**src/dbg_pkg.sv**
```systemverilog
`default_nettype none

package dbg_pkg;

  // Widths the struct fields are built on; the top level checks its parameters against them
  localparam int NUM_LANES_C   = 16;
  localparam int LANE_W_C      = 12;
  localparam int WH_ADDR_W_C   = 14;
  localparam int FEAT_ADDR_W_C = 16;
  localparam int LANE_SEL_W_C  = $clog2(NUM_LANES_C);

  localparam logic [31:0] DBG_ID = 32'd15302503;

  typedef enum logic [3:0] {
    REG_ID        = 4'd0,
    REG_CONFIG    = 4'd1,
    REG_STATUS    = 4'd2,
    REG_CTRL      = 4'd3,
    REG_MATCH_A   = 4'd4,
    REG_MATCH_B   = 4'd5,
    REG_LANE_SEL  = 4'd6,
    REG_EVT_COUNT = 4'd7,
    REG_SAMPLE_A  = 4'd8,
    REG_SAMPLE_B  = 4'd9,
    REG_NONE      = 4'd15
  } dbg_reg_e;

  // APB byte offsets
  localparam logic [7:0] OFF_ID        = 8'h00;
  localparam logic [7:0] OFF_CONFIG    = 8'h04;
  localparam logic [7:0] OFF_STATUS    = 8'h08;
  localparam logic [7:0] OFF_CTRL      = 8'h0C;
  localparam logic [7:0] OFF_MATCH_A   = 8'h10;
  localparam logic [7:0] OFF_MATCH_B   = 8'h14;
  localparam logic [7:0] OFF_LANE_SEL  = 8'h18;
  localparam logic [7:0] OFF_EVT_COUNT = 8'h1C;
  localparam logic [7:0] OFF_SAMPLE_A  = 8'h20;
  localparam logic [7:0] OFF_SAMPLE_B  = 8'h24;

  typedef struct packed {
    logic spmm_vld; // Bit 7 of STATUS
    logic spmm_rdy;
    logic dmvm_vld;
    logic dmvm_rdy;
    logic sm_vld;
    logic sm_rdy;
    logic aggr_vld;
    logic aggr_rdy; // Bit 0 of STATUS
  } stage_hs_t;

  typedef struct packed {
    logic [WH_ADDR_W_C-1:0]  match_a;
    logic [WH_ADDR_W_C-1:0]  match_b;
    logic [LANE_SEL_W_C-1:0] lane_sel;
  } dbg_cfg_t;

  typedef struct packed {
    logic      feat_hi_seen;
    logic      feat_ena_seen;
    stage_hs_t stages;
  } dbg_status_t;

  typedef struct packed {
    dbg_status_t         status;
    logic [31:0]         evt_count;
    logic [LANE_W_C-1:0] sample_a;
    logic [LANE_W_C-1:0] sample_b;
  } dbg_state_t;

endpackage

`default_nettype wire

```
**src/dbg_apb_decode.sv**
```systemverilog
`default_nettype none

module dbg_apb_decode #(
  parameter int WH_ADDR_W = 14
) (
  input  logic              clk,
  input  logic              rst_n,
  input  logic [7:0]        paddr_i,
  input  logic              psel_i,
  input  logic              penable_i,
  input  logic              pwrite_i,
  input  logic [31:0]       pwdata_i,
  output logic              pready_o,
  output logic              pslverr_o,
  output dbg_pkg::dbg_cfg_t cfg_o,
  output logic              clr_o,
  output dbg_pkg::dbg_reg_e reg_sel_o
);

  dbg_pkg::dbg_reg_e addr_sel;
  logic              read_only;
  logic              setup;
  logic              access;
  logic              err_q;
  logic              wr_done;

  assign setup   = psel_i && !penable_i;
  assign access  = psel_i && penable_i;
  assign wr_done = access && pready_o && pwrite_i && !pslverr_o;

  always_comb begin
    case (paddr_i)
      dbg_pkg::OFF_ID:        addr_sel = dbg_pkg::REG_ID;
      dbg_pkg::OFF_CONFIG:    addr_sel = dbg_pkg::REG_CONFIG;
      dbg_pkg::OFF_STATUS:    addr_sel = dbg_pkg::REG_STATUS;
      dbg_pkg::OFF_CTRL:      addr_sel = dbg_pkg::REG_CTRL;
      dbg_pkg::OFF_MATCH_A:   addr_sel = dbg_pkg::REG_MATCH_A;
      dbg_pkg::OFF_MATCH_B:   addr_sel = dbg_pkg::REG_MATCH_B;
      dbg_pkg::OFF_LANE_SEL:  addr_sel = dbg_pkg::REG_LANE_SEL;
      dbg_pkg::OFF_EVT_COUNT: addr_sel = dbg_pkg::REG_EVT_COUNT;
      dbg_pkg::OFF_SAMPLE_A:  addr_sel = dbg_pkg::REG_SAMPLE_A;
      dbg_pkg::OFF_SAMPLE_B:  addr_sel = dbg_pkg::REG_SAMPLE_B;
      default:                addr_sel = dbg_pkg::REG_NONE;
    endcase
  end

  // Only CTRL and the three configuration registers accept writes
  assign read_only = !(addr_sel inside {dbg_pkg::REG_CTRL, dbg_pkg::REG_MATCH_A,
                                        dbg_pkg::REG_MATCH_B, dbg_pkg::REG_LANE_SEL});

  always_ff @(posedge clk or negedge rst_n) begin
    if (!rst_n) begin
      reg_sel_o <= dbg_pkg::REG_NONE;
      err_q     <= 1'b0;
    end else if (setup) begin
      reg_sel_o <= addr_sel;
      err_q     <= (addr_sel == dbg_pkg::REG_NONE) || (pwrite_i && read_only);
    end
  end

  // One wait state, then complete
  always_ff @(posedge clk or negedge rst_n) begin
    if (!rst_n) begin
      pready_o  <= 1'b0;
      pslverr_o <= 1'b0;
    end else begin
      pready_o  <= access && !pready_o;
      pslverr_o <= access && !pready_o && err_q;
    end
  end

  always_ff @(posedge clk or negedge rst_n) begin
    if (!rst_n) begin
      cfg_o <= '0;
      clr_o <= 1'b0;
    end else begin
      clr_o <= wr_done && (reg_sel_o == dbg_pkg::REG_CTRL) && pwdata_i[0];
      if (wr_done) begin
        case (reg_sel_o)
          dbg_pkg::REG_MATCH_A:  cfg_o.match_a  <= pwdata_i[WH_ADDR_W-1:0];
          dbg_pkg::REG_MATCH_B:  cfg_o.match_b  <= pwdata_i[WH_ADDR_W-1:0];
          dbg_pkg::REG_LANE_SEL: cfg_o.lane_sel <= pwdata_i[dbg_pkg::LANE_SEL_W_C-1:0];
          default: ;
        endcase
      end
    end
  end

  a_penable_after_setup: assert property (@(posedge clk) disable iff (!rst_n)
    $rose(penable_i) |-> psel_i && $past(psel_i))
    else $error("penable raised without a preceding setup phase");

  a_paddr_stable: assert property (@(posedge clk) disable iff (!rst_n)
    access |-> $stable(paddr_i))
    else $error("paddr changed during the access phase");

endmodule

`default_nettype wire

```
**src/dbg_stage_flags.sv**
```systemverilog
`default_nettype none

module dbg_stage_flags #(
  parameter int FEAT_ADDR_W = 16,
  parameter int FEAT_LIMIT  = 43328
) (
  input  logic                   clk,
  input  logic                   rst_n,
  input  dbg_pkg::stage_hs_t     hs_i,
  input  logic                   feat_ena_i,
  input  logic [FEAT_ADDR_W-1:0] feat_addr_i,
  input  logic                   clr_i,
  output dbg_pkg::dbg_status_t   status_o
);

  logic feat_hi;

  // High feature writes only count while the memory is enabled
  assign feat_hi = feat_ena_i && (feat_addr_i >= FEAT_ADDR_W'(FEAT_LIMIT));

  always_ff @(posedge clk or negedge rst_n) begin
    if (!rst_n) begin
      status_o <= '0;
    end else if (clr_i) begin
      status_o <= '0;                                        // Clear beats a same-edge event
    end else begin
      status_o.stages        <= status_o.stages | hs_i;      // Sticky OR per stage
      status_o.feat_ena_seen <= status_o.feat_ena_seen | feat_ena_i;
      status_o.feat_hi_seen  <= status_o.feat_hi_seen | feat_hi;
    end
  end

endmodule

`default_nettype wire

```
**src/dbg_probe_capture.sv**
```systemverilog
`default_nettype none

module dbg_probe_capture #(
  parameter int NUM_LANES = 16,
  parameter int LANE_W    = 12,
  parameter int WH_ADDR_W = 14
) (
  input  logic                             clk,
  input  logic                             rst_n,
  input  logic                             sm_vld_i,
  input  logic                             spmm_rdy_i,
  input  logic [WH_ADDR_W-1:0]             wh_addr_i,
  input  logic [NUM_LANES-1:0][LANE_W-1:0] sppe_i,
  input  dbg_pkg::dbg_cfg_t                cfg_i,
  input  logic                             clr_i,
  output logic [31:0]                      evt_count_o,
  output logic [LANE_W-1:0]                sample_a_o,
  output logic [LANE_W-1:0]                sample_b_o
);

  logic              hit_a;
  logic              hit_b;
  logic [LANE_W-1:0] lane;

  assign hit_a = spmm_rdy_i && (wh_addr_i == cfg_i.match_a);
  assign hit_b = spmm_rdy_i && (wh_addr_i == cfg_i.match_b);
  assign lane  = sppe_i[cfg_i.lane_sel];

  always_ff @(posedge clk or negedge rst_n) begin
    if (!rst_n) begin
      evt_count_o <= '0;
    end else if (clr_i) begin
      evt_count_o <= '0;
    end else if (sm_vld_i) begin
      evt_count_o <= evt_count_o + 32'd1; // Wraps at 2^32
    end
  end

  // Both samples may load on the same edge
  always_ff @(posedge clk or negedge rst_n) begin
    if (!rst_n) begin
      sample_a_o <= '0;
      sample_b_o <= '0;
    end else if (clr_i) begin
      sample_a_o <= '0;
      sample_b_o <= '0;
    end else begin
      if (hit_a) begin
        sample_a_o <= lane;
      end
      if (hit_b) begin
        sample_b_o <= lane;
      end
    end
  end

endmodule

`default_nettype wire

```
**src/dbg_readout.sv**
```systemverilog
`default_nettype none

module dbg_readout #(
  parameter int H_NUM_SPARSE_DATA = 12
) (
  input  dbg_pkg::dbg_reg_e   reg_sel_i,
  input  dbg_pkg::dbg_cfg_t   cfg_i,
  input  dbg_pkg::dbg_state_t state_i,
  output logic [31:0]         prdata_o
);

  always_comb begin
    case (reg_sel_i)
      dbg_pkg::REG_ID:        prdata_o = dbg_pkg::DBG_ID;
      dbg_pkg::REG_CONFIG:    prdata_o = 32'(H_NUM_SPARSE_DATA);
      dbg_pkg::REG_STATUS:    prdata_o = 32'(state_i.status);  // {hi, ena, stages}
      dbg_pkg::REG_MATCH_A:   prdata_o = 32'(cfg_i.match_a);
      dbg_pkg::REG_MATCH_B:   prdata_o = 32'(cfg_i.match_b);
      dbg_pkg::REG_LANE_SEL:  prdata_o = 32'(cfg_i.lane_sel);
      dbg_pkg::REG_EVT_COUNT: prdata_o = state_i.evt_count;
      dbg_pkg::REG_SAMPLE_A:  prdata_o = 32'(state_i.sample_a);
      dbg_pkg::REG_SAMPLE_B:  prdata_o = 32'(state_i.sample_b);
      default:                prdata_o = '0;                    // CTRL and unmapped
    endcase
  end

endmodule

`default_nettype wire

```
**src/dbg_monitor_top.sv**
```systemverilog
`default_nettype none

module dbg_monitor_top #(
  parameter int NUM_LANES         = 16,
  parameter int LANE_W            = 12,
  parameter int WH_ADDR_W         = 14,
  parameter int FEAT_ADDR_W       = 16,
  parameter int FEAT_LIMIT        = 43328,
  parameter int H_NUM_SPARSE_DATA = 12
) (
  input  logic                             clk,
  input  logic                             rst_n,
  input  logic [7:0]                       paddr_i,
  input  logic                             psel_i,
  input  logic                             penable_i,
  input  logic                             pwrite_i,
  input  logic [31:0]                      pwdata_i,
  output logic [31:0]                      prdata_o,
  output logic                             pready_o,
  output logic                             pslverr_o,
  input  dbg_pkg::stage_hs_t               hs_i,
  input  logic                             feat_ena_i,
  input  logic [FEAT_ADDR_W-1:0]           feat_addr_i,
  input  logic [WH_ADDR_W-1:0]             wh_addr_i,
  input  logic [NUM_LANES-1:0][LANE_W-1:0] sppe_i
);

  if (NUM_LANES != dbg_pkg::NUM_LANES_C || LANE_W != dbg_pkg::LANE_W_C ||
      WH_ADDR_W != dbg_pkg::WH_ADDR_W_C || FEAT_ADDR_W != dbg_pkg::FEAT_ADDR_W_C) begin : g_chk
    $error("Monitor parameters disagree with the field widths in dbg_pkg");
  end

  dbg_pkg::dbg_cfg_t    cfg;
  dbg_pkg::dbg_reg_e    reg_sel;
  dbg_pkg::dbg_state_t  state;
  dbg_pkg::dbg_status_t status;
  logic                 clr;
  logic [31:0]          evt_count;
  logic [LANE_W-1:0]    sample_a;
  logic [LANE_W-1:0]    sample_b;

  dbg_apb_decode #(
    .WH_ADDR_W (WH_ADDR_W)
  ) dbg_apb_decode_i (
    .clk       (clk),
    .rst_n     (rst_n),
    .paddr_i   (paddr_i),
    .psel_i    (psel_i),
    .penable_i (penable_i),
    .pwrite_i  (pwrite_i),
    .pwdata_i  (pwdata_i),
    .pready_o  (pready_o),
    .pslverr_o (pslverr_o),
    .cfg_o     (cfg),
    .clr_o     (clr),
    .reg_sel_o (reg_sel)
  );

  dbg_stage_flags #(
    .FEAT_ADDR_W (FEAT_ADDR_W),
    .FEAT_LIMIT  (FEAT_LIMIT)
  ) dbg_stage_flags_i (
    .clk         (clk),
    .rst_n       (rst_n),
    .hs_i        (hs_i),
    .feat_ena_i  (feat_ena_i),
    .feat_addr_i (feat_addr_i),
    .clr_i       (clr),
    .status_o    (status)
  );

  dbg_probe_capture #(
    .NUM_LANES (NUM_LANES),
    .LANE_W    (LANE_W),
    .WH_ADDR_W (WH_ADDR_W)
  ) dbg_probe_capture_i (
    .clk         (clk),
    .rst_n       (rst_n),
    .sm_vld_i    (hs_i.sm_vld),
    .spmm_rdy_i  (hs_i.spmm_rdy),
    .wh_addr_i   (wh_addr_i),
    .sppe_i      (sppe_i),
    .cfg_i       (cfg),
    .clr_i       (clr),
    .evt_count_o (evt_count),
    .sample_a_o  (sample_a),
    .sample_b_o  (sample_b)
  );

  assign state.status    = status;
  assign state.evt_count = evt_count;
  assign state.sample_a  = sample_a;
  assign state.sample_b  = sample_b;

  dbg_readout #(
    .H_NUM_SPARSE_DATA (H_NUM_SPARSE_DATA)
  ) dbg_readout_i (
    .reg_sel_i (reg_sel),
    .cfg_i     (cfg),
    .state_i   (state),
    .prdata_o  (prdata_o)
  );

endmodule

`default_nettype wire

```
**config.mk**
```make
export PLATFORM = sky130hd
export DESIGN_NAME = dbg_monitor_top
export DESIGN_NICKNAME = d
export VERILOG_FILES = /design/src/dbg_pkg.sv /design/src/dbg_apb_decode.sv /design/src/dbg_stage_flags.sv /design/src/dbg_probe_capture.sv /design/src/dbg_readout.sv /design/src/dbg_monitor_top.sv
export SDC_FILE = /design/constraint.sdc
export NUM_CORES = 1
export LEC_CHECK = 0
export BUFFER_PORTS_ARGS = -buffer_cell sky130_fd_sc_hd__buf_2
export CAP_MARGIN = 5
export CORE_ASPECT_RATIO = 0.6
export CORE_MARGIN = 1
export CORE_UTILIZATION = 49
export DETAILED_ROUTE_END_ITERATION = 10
export PLACE_DENSITY = 0.81
export SLEW_MARGIN = 25
export SYNTH_ARGS = -nofsm -noshare
export SYNTH_HDL_FRONTEND = slang
export SYNTH_HIERARCHICAL = 1
export SYNTH_SLANG_ARGS = --single-unit
```
**constraint.sdc**
```tcl
create_clock -name clk -period 2.1 [get_ports clk]
set_input_delay 0.42 -clock clk [delete_from_list [all_inputs] [get_ports clk]]
set_output_delay 0.42 -clock clk [all_outputs]
set_load 0.02 [all_outputs]
```
==> metrics, run 1 <==
status=finished with violations; violated checks=negative setup slack; leakage=4.86 nW; Worst Path Max Fanout=8; syn_nets=1056; Critical Path AT=2.11 ns; Slew @ Worst Pin=0.947 ns; storage element area=0.00267 mm^2; Initial Util=51.1%; Async S/R FF share, synth=100%; die area=0.0159 mm^2; gpl congestion=0.964; multi-input logic area=0.00474 mm^2; row count=34; Post-Synthesis Cell Area=0.00752 mm^2; syn_area_per_cell=9.65 um^2; Layout area overhead=39.9%; Clock Skews=0.00817 ns; Fin Hold WS=0.0671 ns; Tcrit/Tclk final=121%; fin worst setup slack=-0.432 ns; pwr dens=588 mW/mm^2; Slowest-stage cell, CP=dfstp_4; initial antenna violation count=2; Setup Crit Path Kind=reg2out; Top Family by Delay on Critical Path=flip-flops; DR vias=8065; Clock Tree Buf Depth=2; CTS tree=yes; ratio of cells with drive above 1 in the final layout=52.5%; worst vdd ir=0.365 mV; Worst setup EP type=primary output; Yosys warning total=6; Core ar.=0.0147 mm^2; Final Critical Period=2.53 ns; TritonCTS Buffers=9; instance area at placement=0.00947 mm^2; Num Clock Sinks=106; Fillers=1086; total power=6.18 mW; crit-path cells=buf_12 -> nor2_1 -> buf_4 -> a222oi_1 -> o21ai_1 -> buf_4; Antenna Violating Nets Remaining=0; Vias/cell=6.16; f_max=395 MHz; TNS Setup=-7.89 ns; HPWL after detailed placement=20.1 mm; CTS Hold Bufs=0; vias in the first global route=7494; Max H-tree Level=3; Req. time, crit path=1.68 ns; drt pass-1 iters=6; first-pass GRT wire length=40.4 mm; clock slew seen by the registers of the worst setup and hold paths=0.07 ns; Final Hold Fails=0; clock root buffer=clkbuf_16; fin nets=1381; GRT Total Usage=33.2%; Hold Path Class=in2async; Worst path max stage delay=0.64 ns; number of synthesized flops with an enable pin=0; I/O Pins=310; number of remaining DRC errors=0; Seq/Total Area, Yosys=35.3%; crit path launch type=flip-flop; Yosys reg bits=106; grt total ovfl=0; post-synth top area share=33.9%; setup violators final=32; RSZ-0062 raised after global routing=true; top_reg_cell synth=dfrtp_1; DR iter-0 viols=927; Clock Latency Late Sink=0.35 ns; number of buffers and inverters on the critical path=3; final WL=27.7 mm; height of the die=98.0 um; Mapped Cells=779; Slew Limit Fails=0; Rel. slew slack=36.7%; Unique masters post-synth=66; CP most frequent cell=buf_4; Synth area leader=dfrtp_1; Synth area leaders=dfrtp_1 34%, mux2_2 19%, xnor2_1 4.5%, nor2_1 4.4%, o22ai_1 4.2%; WL per Instance=21.2 um; final instance area=0.0105 mm^2; largest net degree at the start of global routing=107; Place WS=-0.0531 ns; port buffer count=285; Die Wd=162 um; max-cap violation count=0
registers in the layout, indices dropped and copies added (netlist names):
name	count
dbg_stage_flags_i/status_o	10
dbg_apb_decode_i/reg_sel_o	4
dbg_apb_decode_i/pready_o	1
dbg_apb_decode_i/err_q	1
dbg_apb_decode_i/cfg_o	32
dbg_apb_decode_i/pslverr_o	1
dbg_probe_capture_i/evt_count_o	32
dbg_probe_capture_i/sample_b_o	12
dbg_apb_decode_i/clr_o	1
dbg_probe_capture_i/sample_a_o	12
power by group:
part           internal, mW  switching (mW)  total (mW)
sequential             2.16           0.147        2.31
clock                  1.17           0.749        1.92
combinational         0.982           0.976        1.96
total                  4.31            1.87        6.18
final timing paths:
| check | slack, ns | start | cells past startpoint | to |
|---|---|---|---|---|
| worst min register to register | 0.50 | dbg_apb_decode_i/err_q | 1 | dbg_apb_decode_i/pslverr_o |
| worst max-delay path | -0.43 | dbg_apb_decode_i/reg_sel_o[0] | 6 | prdata_o[4] |
| min in group clk | 0.30 | hs_i[5] | 3 | dbg_stage_flags_i/status_o[5] |
| max in group asynchronous | 1.46 | rst_n | 2 | dbg_apb_decode_i/cfg_o[0] |
| worst max register to register | 0.06 | dbg_apb_decode_i/cfg_o[0] | 8 | dbg_probe_capture_i/sample_b_o[8] |
| worst min-delay path | 0.07 | rst_n | 2 | dbg_apb_decode_i/cfg_o[11] |
area by class of cell:
type,count,area share (%)
diodes,3,0.0713
well taps,198,2.35
multi-input cells,607,45.0
clock inverters,5,0.987
flip-flops and latches,106,25.3
repair buffers,372,23.7
clock buffers,11,2.21
inverters,8,0.285
repair_timing:
item | in CTS | in global routing
resized for setup | 64 | 56
setup buffers | 12 | 15
pin swaps | 11 | 15
setup endpoints to repair | 32 | 43
gates cloned | 0 | 3
routing by layer:
| metal | global-route usage, % | part of all wire (%) | vias to the layer above |
|---|---|---|---|
| met5 | 0 | 0 | - |
| met4 | 7.91 | 2.8 | 0 |
| met3 | 8.67 | 11 | 74 |
| met2 | 48.5 | 44 | 551 |
| met1 | 48.8 | 42 | 3924 |
| li1 | - | - | 3516 |
kinds of logic after synthesis:
group	Yosys count	synth area share [%]
AND/OR/NAND/NOR	249	18.8
AO/OA/AOI/OAI	164	14.4
multiplexers	135	20.2
flip-flops	106	35.3
buffers and inverters	67	4.43
XOR/XNOR	57	6.64
adder cells (fa/ha/maj)	1	0.166
layout by cell type (no fill, tap or decap), drive strengths merged, types with 18 or more instances in the layout:
master | synthesis | routed
xnor2 | 39 | 39
o21ai | 36 | 36
xor2 | 18 | 18
nor2 | 90 | 90
a22oi | 23 | 23
nand2 | 24 | 24
nand3b | 25 | 25
o22ai | 51 | 51
dfrtp | 102 | 102
buf | 28 | 370
mux2 | 131 | 131
cells in the mapped netlist (3+ instances only):
library cell,count
xnor2_1,39
and3_1,16
mux2_2,129
xor2_1,18
nand2b_1,9
buf_4,6
nor4_1,6
o21ai_1,5
and2_1,3
a21o_1,7
or4_1,4
dfstp_2,4
a22o_1,7
inv_1,8
nand2_1,24
dfrtp_1,102
buf_2,17
nand3b_1,24
buf_6,5
or2_2,4
a21oi_1,13
nor2b_1,13
o21ai_0,31
a31oi_1,4
clkbuf_1,31
nor3_1,8
nand4_1,13
a221o_1,4
o22ai_1,51
nand3_1,11
a22oi_1,23
mux2i_1,4
o221ai_1,5
nor2_1,88
through the flow:
stage	utilization, %	cells
3_3_place_gp	64.3	1265
2_1_floorplan	-	779
4_1_cts	69.0	1293
6_report	71.5	1310
5_1_grt	71.5	1309
3_5_place_dp	64.3	1265
Note: power is estimated with default switching activity, not from simulation.
==> inputs of run 2 (changes only) <==
Settings changed: CORE_UTILIZATION 49 to 53, PLACE_DENSITY 0.81 to 0.87.
Clock period 2.1 ns to 3.2 ns, I/O delays scaled along.
==> run 2 against run 1 <==
Via count fell by 6.3%. Largest power group unchanged. Sequential power fell by 32%. Clock-buffer cell count fell by 1. The flow now finishes without violations. Highest routed layer is now met5. Register-to-register slack improved by 0.66 ns. Sequential share of layout area rose by 3.1 points. Design area fell by 11%. Die area fell by 7.4%. Routed wire length fell by 8.3%. Worst hold slack improved by 0.19 ns. Final cell count fell by 5.6%. Power fell by 41%. Critical path depth fell by 2.
==> metrics, run 2 (synthesized netlist as in run 1, its figures left out) <==
Internal=2.49 mW (-42%); clock slew seen by the registers of the worst setup and hold paths=0.07 ns (about the same); crit-path cells=nor2b_2 -> a221oi_1 -> o31ai_1 -> buf_2; f_max=335 MHz; GRT Total Usage=34.6% (+1.3 points); drt pass-1 iters=6 (unchanged); Antenna Violating Nets Remaining=0 (unchanged); Critical Path AT=2.35 ns (+0.24 ns); Slew Limit Fails=0 (unchanged); TNS Setup=0 ns (+7.89 ns); grt total ovfl=0 (unchanged); Fin Hold WS=0.254 ns (+0.187 ns); Clock Skews=0.00962 ns (+0.00145 ns); number of buffers and inverters on the critical path=1 (-2); I/O Pins=310 (unchanged); Final Hold Fails=0 (unchanged); CP startpoint=dbg_apb_decode_i/reg_sel_o[2]; status=finished clean; Fillers=1090 (+0.37%); Req. time, crit path=2.56 ns (+0.88 ns); Worst path max stage delay=0.60 ns (-0.04 ns); Logic pwr share=25.3% (-6.4 points); HPWL after detailed placement=19.4 mm (-3.1%); Top Family by Delay on Critical Path=compound AO/OA/AOI/OAI gates; clock power share=31.5% (+0.5 points); total power=3.63 mW (-41%); storage element area=0.00266 mm^2 (-0.14%); DR vias=7553 (-6.3%); worst vdd ir=0.269 mV (-26%); Clock Tree Buf Depth=2 (unchanged); Vias/cell=6.11 (-0.82%); DR iter-0 viols=691 (-25%); number of remaining DRC errors=0 (unchanged); fin nets=1308 (-5.3%); max-cap violation count=0 (unchanged); ratio of cells with drive above 1 in the final layout=45.7% (-6.8 points); vias in the first global route=7223 (-3.6%); Final Critical Period=2.99 ns; row count=33 (-2.9%); Num Clock Sinks=106 (unchanged); TritonCTS Buffers=9 (unchanged); leakage=4.39 nW (-9.8%); commonest non-fill, non-tap cells in the layout=284 x buf_2, 129 x mux2_2, 100 x dfrtp_1; Hold Path Class=in2async; Core ar.=0.0137 mm^2 (-6.6%); Initial Util=54.7% (+3.6 points); Net Switching=1.14 mW (-39%); reg-to-reg startpoint=dbg_apb_decode_i/cfg_o[0]; CTS Hold Bufs=0 (unchanged); gpl congestion=0.953 (-1.2%); Tcrit/Tclk final=93.4%; first-pass GRT wire length=38.3 mm (-5.4%); initial antenna violation count=10 (+8); biggest regs=dbg_apb_decode_i/cfg_o: 32 flops, dbg_probe_capture_i/evt_count_o: 32 flops; largest net degree at the start of global routing=54 (-50%); Clock Latency Late Sink=0.35 ns (about the same); Slew @ Worst Pin=1.03 ns (+0.0823 ns); Setup Crit Path Kind=reg2out; RSZ-0062 raised after global routing=false; pwr dens=387 mW/mm^2 (-34%); CTS tree=yes; Slowest-stage cell, CP=dfstp_2; Worst Path Max Fanout=11 (+3); Die Wd=156 um (-3.8%); clock root buffer=clkbuf_16; commonest non-fill, non-tap cell in the layout=buf_2; Seq pwr share=43.2% (+5.8 points); setup violators final=0 (-100%); Max H-tree Level=3 (unchanged); final WL=25.4 mm (-8.3%); WL per Instance=20.6 um (-2.9%); post-CTS sizing=0 (-100%); height of the die=94.3 um (-3.8%); Layout area overhead=24.6%; fin worst setup slack=0.211 ns (+0.643 ns); crit path launch type=flip-flop; Net Sw Frac=31.3% (+1.0 points); Rel. slew slack=31.4% (-5.4 points); port buffer count=285 (unchanged); die area=0.0147 mm^2 (-7.4%); Post-CTS Setup Inserts=0 (-12); Worst setup EP type=primary output; multi-input logic area=0.00454 mm^2 (-4.3%); Place WS=0.673 ns (+0.726 ns)
## run 2: cell count changes in the layout (fill, tap and decap cells not counted), moves of 4 or more
cell | before | now
diode_2 | 3 | 9
buf_12 | 10 | 2
buf_4 | 70 | 13
a21oi_1 | 9 | 13
buf_8 | 6 | 0
and3_4 | 9 | 0
buf_6 | 30 | 1
and3_1 | 7 | 16
a22oi_1 | 17 | 23
buf_2 | 253 | 284
a22oi_2 | 6 | 0
## run 2: power by group through the flow
stage / clock network, mW / registers [mW] / logic (mW)
after global placement: 0 / 1.58 / 0.859
after floorplan: 0 / 1.52 / 0.577
after global routing: 1.21 / 1.57 / 0.987
after CTS: 1.16 / 1.56 / 0.895
after detailed placement: 0 / 1.58 / 0.887
final: 1.14 / 1.57 / 0.918
## run 2: stage by stage
stage          cells  util (%)  area, um^2
2_1_floorplan    779         -        7520
3_3_place_gp    1211      65.7        9030
3_5_place_dp    1211      65.7        9030
4_1_cts         1227      67.9        9340
5_1_grt         1237      68.2        9370
6_report        1237      68.2        9370
## run 2: cell type report
class	count	area share (%)
multi-input cells	606	48.4
well taps	192	2.56
repair buffers	300	16.8
flip-flops and latches	106	28.4
diodes	9	0.240
clock buffers	10	2.55
inverters	8	0.320
clock inverters	6	0.774
## run 2: routing by layer
| metal | track usage [%] | wire [um] | vias to the layer above | share of wire, % |
|---|---|---|---|---|
| met5 | 0 | 13 | - | 0.051 |
| met4 | 11.8 | 762 | 2 | 3.0 |
| met1 | 49.1 | 11100 | 3645 | 44 |
| met3 | 7.70 | 2430 | 49 | 9.6 |
| li1 | - | - | 3382 | - |
| met2 | 51.6 | 11100 | 475 | 44 |
## run 2: final timing paths
check / endpoint / slack [ns] / depth (start not counted)
min reg2reg: dbg_apb_decode_i/pready_o / 0.48 / 1
min in group clk: dbg_apb_decode_i/pready_o / 0.48 / 1
min: dbg_apb_decode_i/cfg_o[30] / 0.25 / 1
max: prdata_o[11] / 0.21 / 4
max reg2reg: dbg_probe_capture_i/sample_b_o[10] / 0.72 / 6
max in group asynchronous: dbg_probe_capture_i/evt_count_o[21] / 2.15 / 2
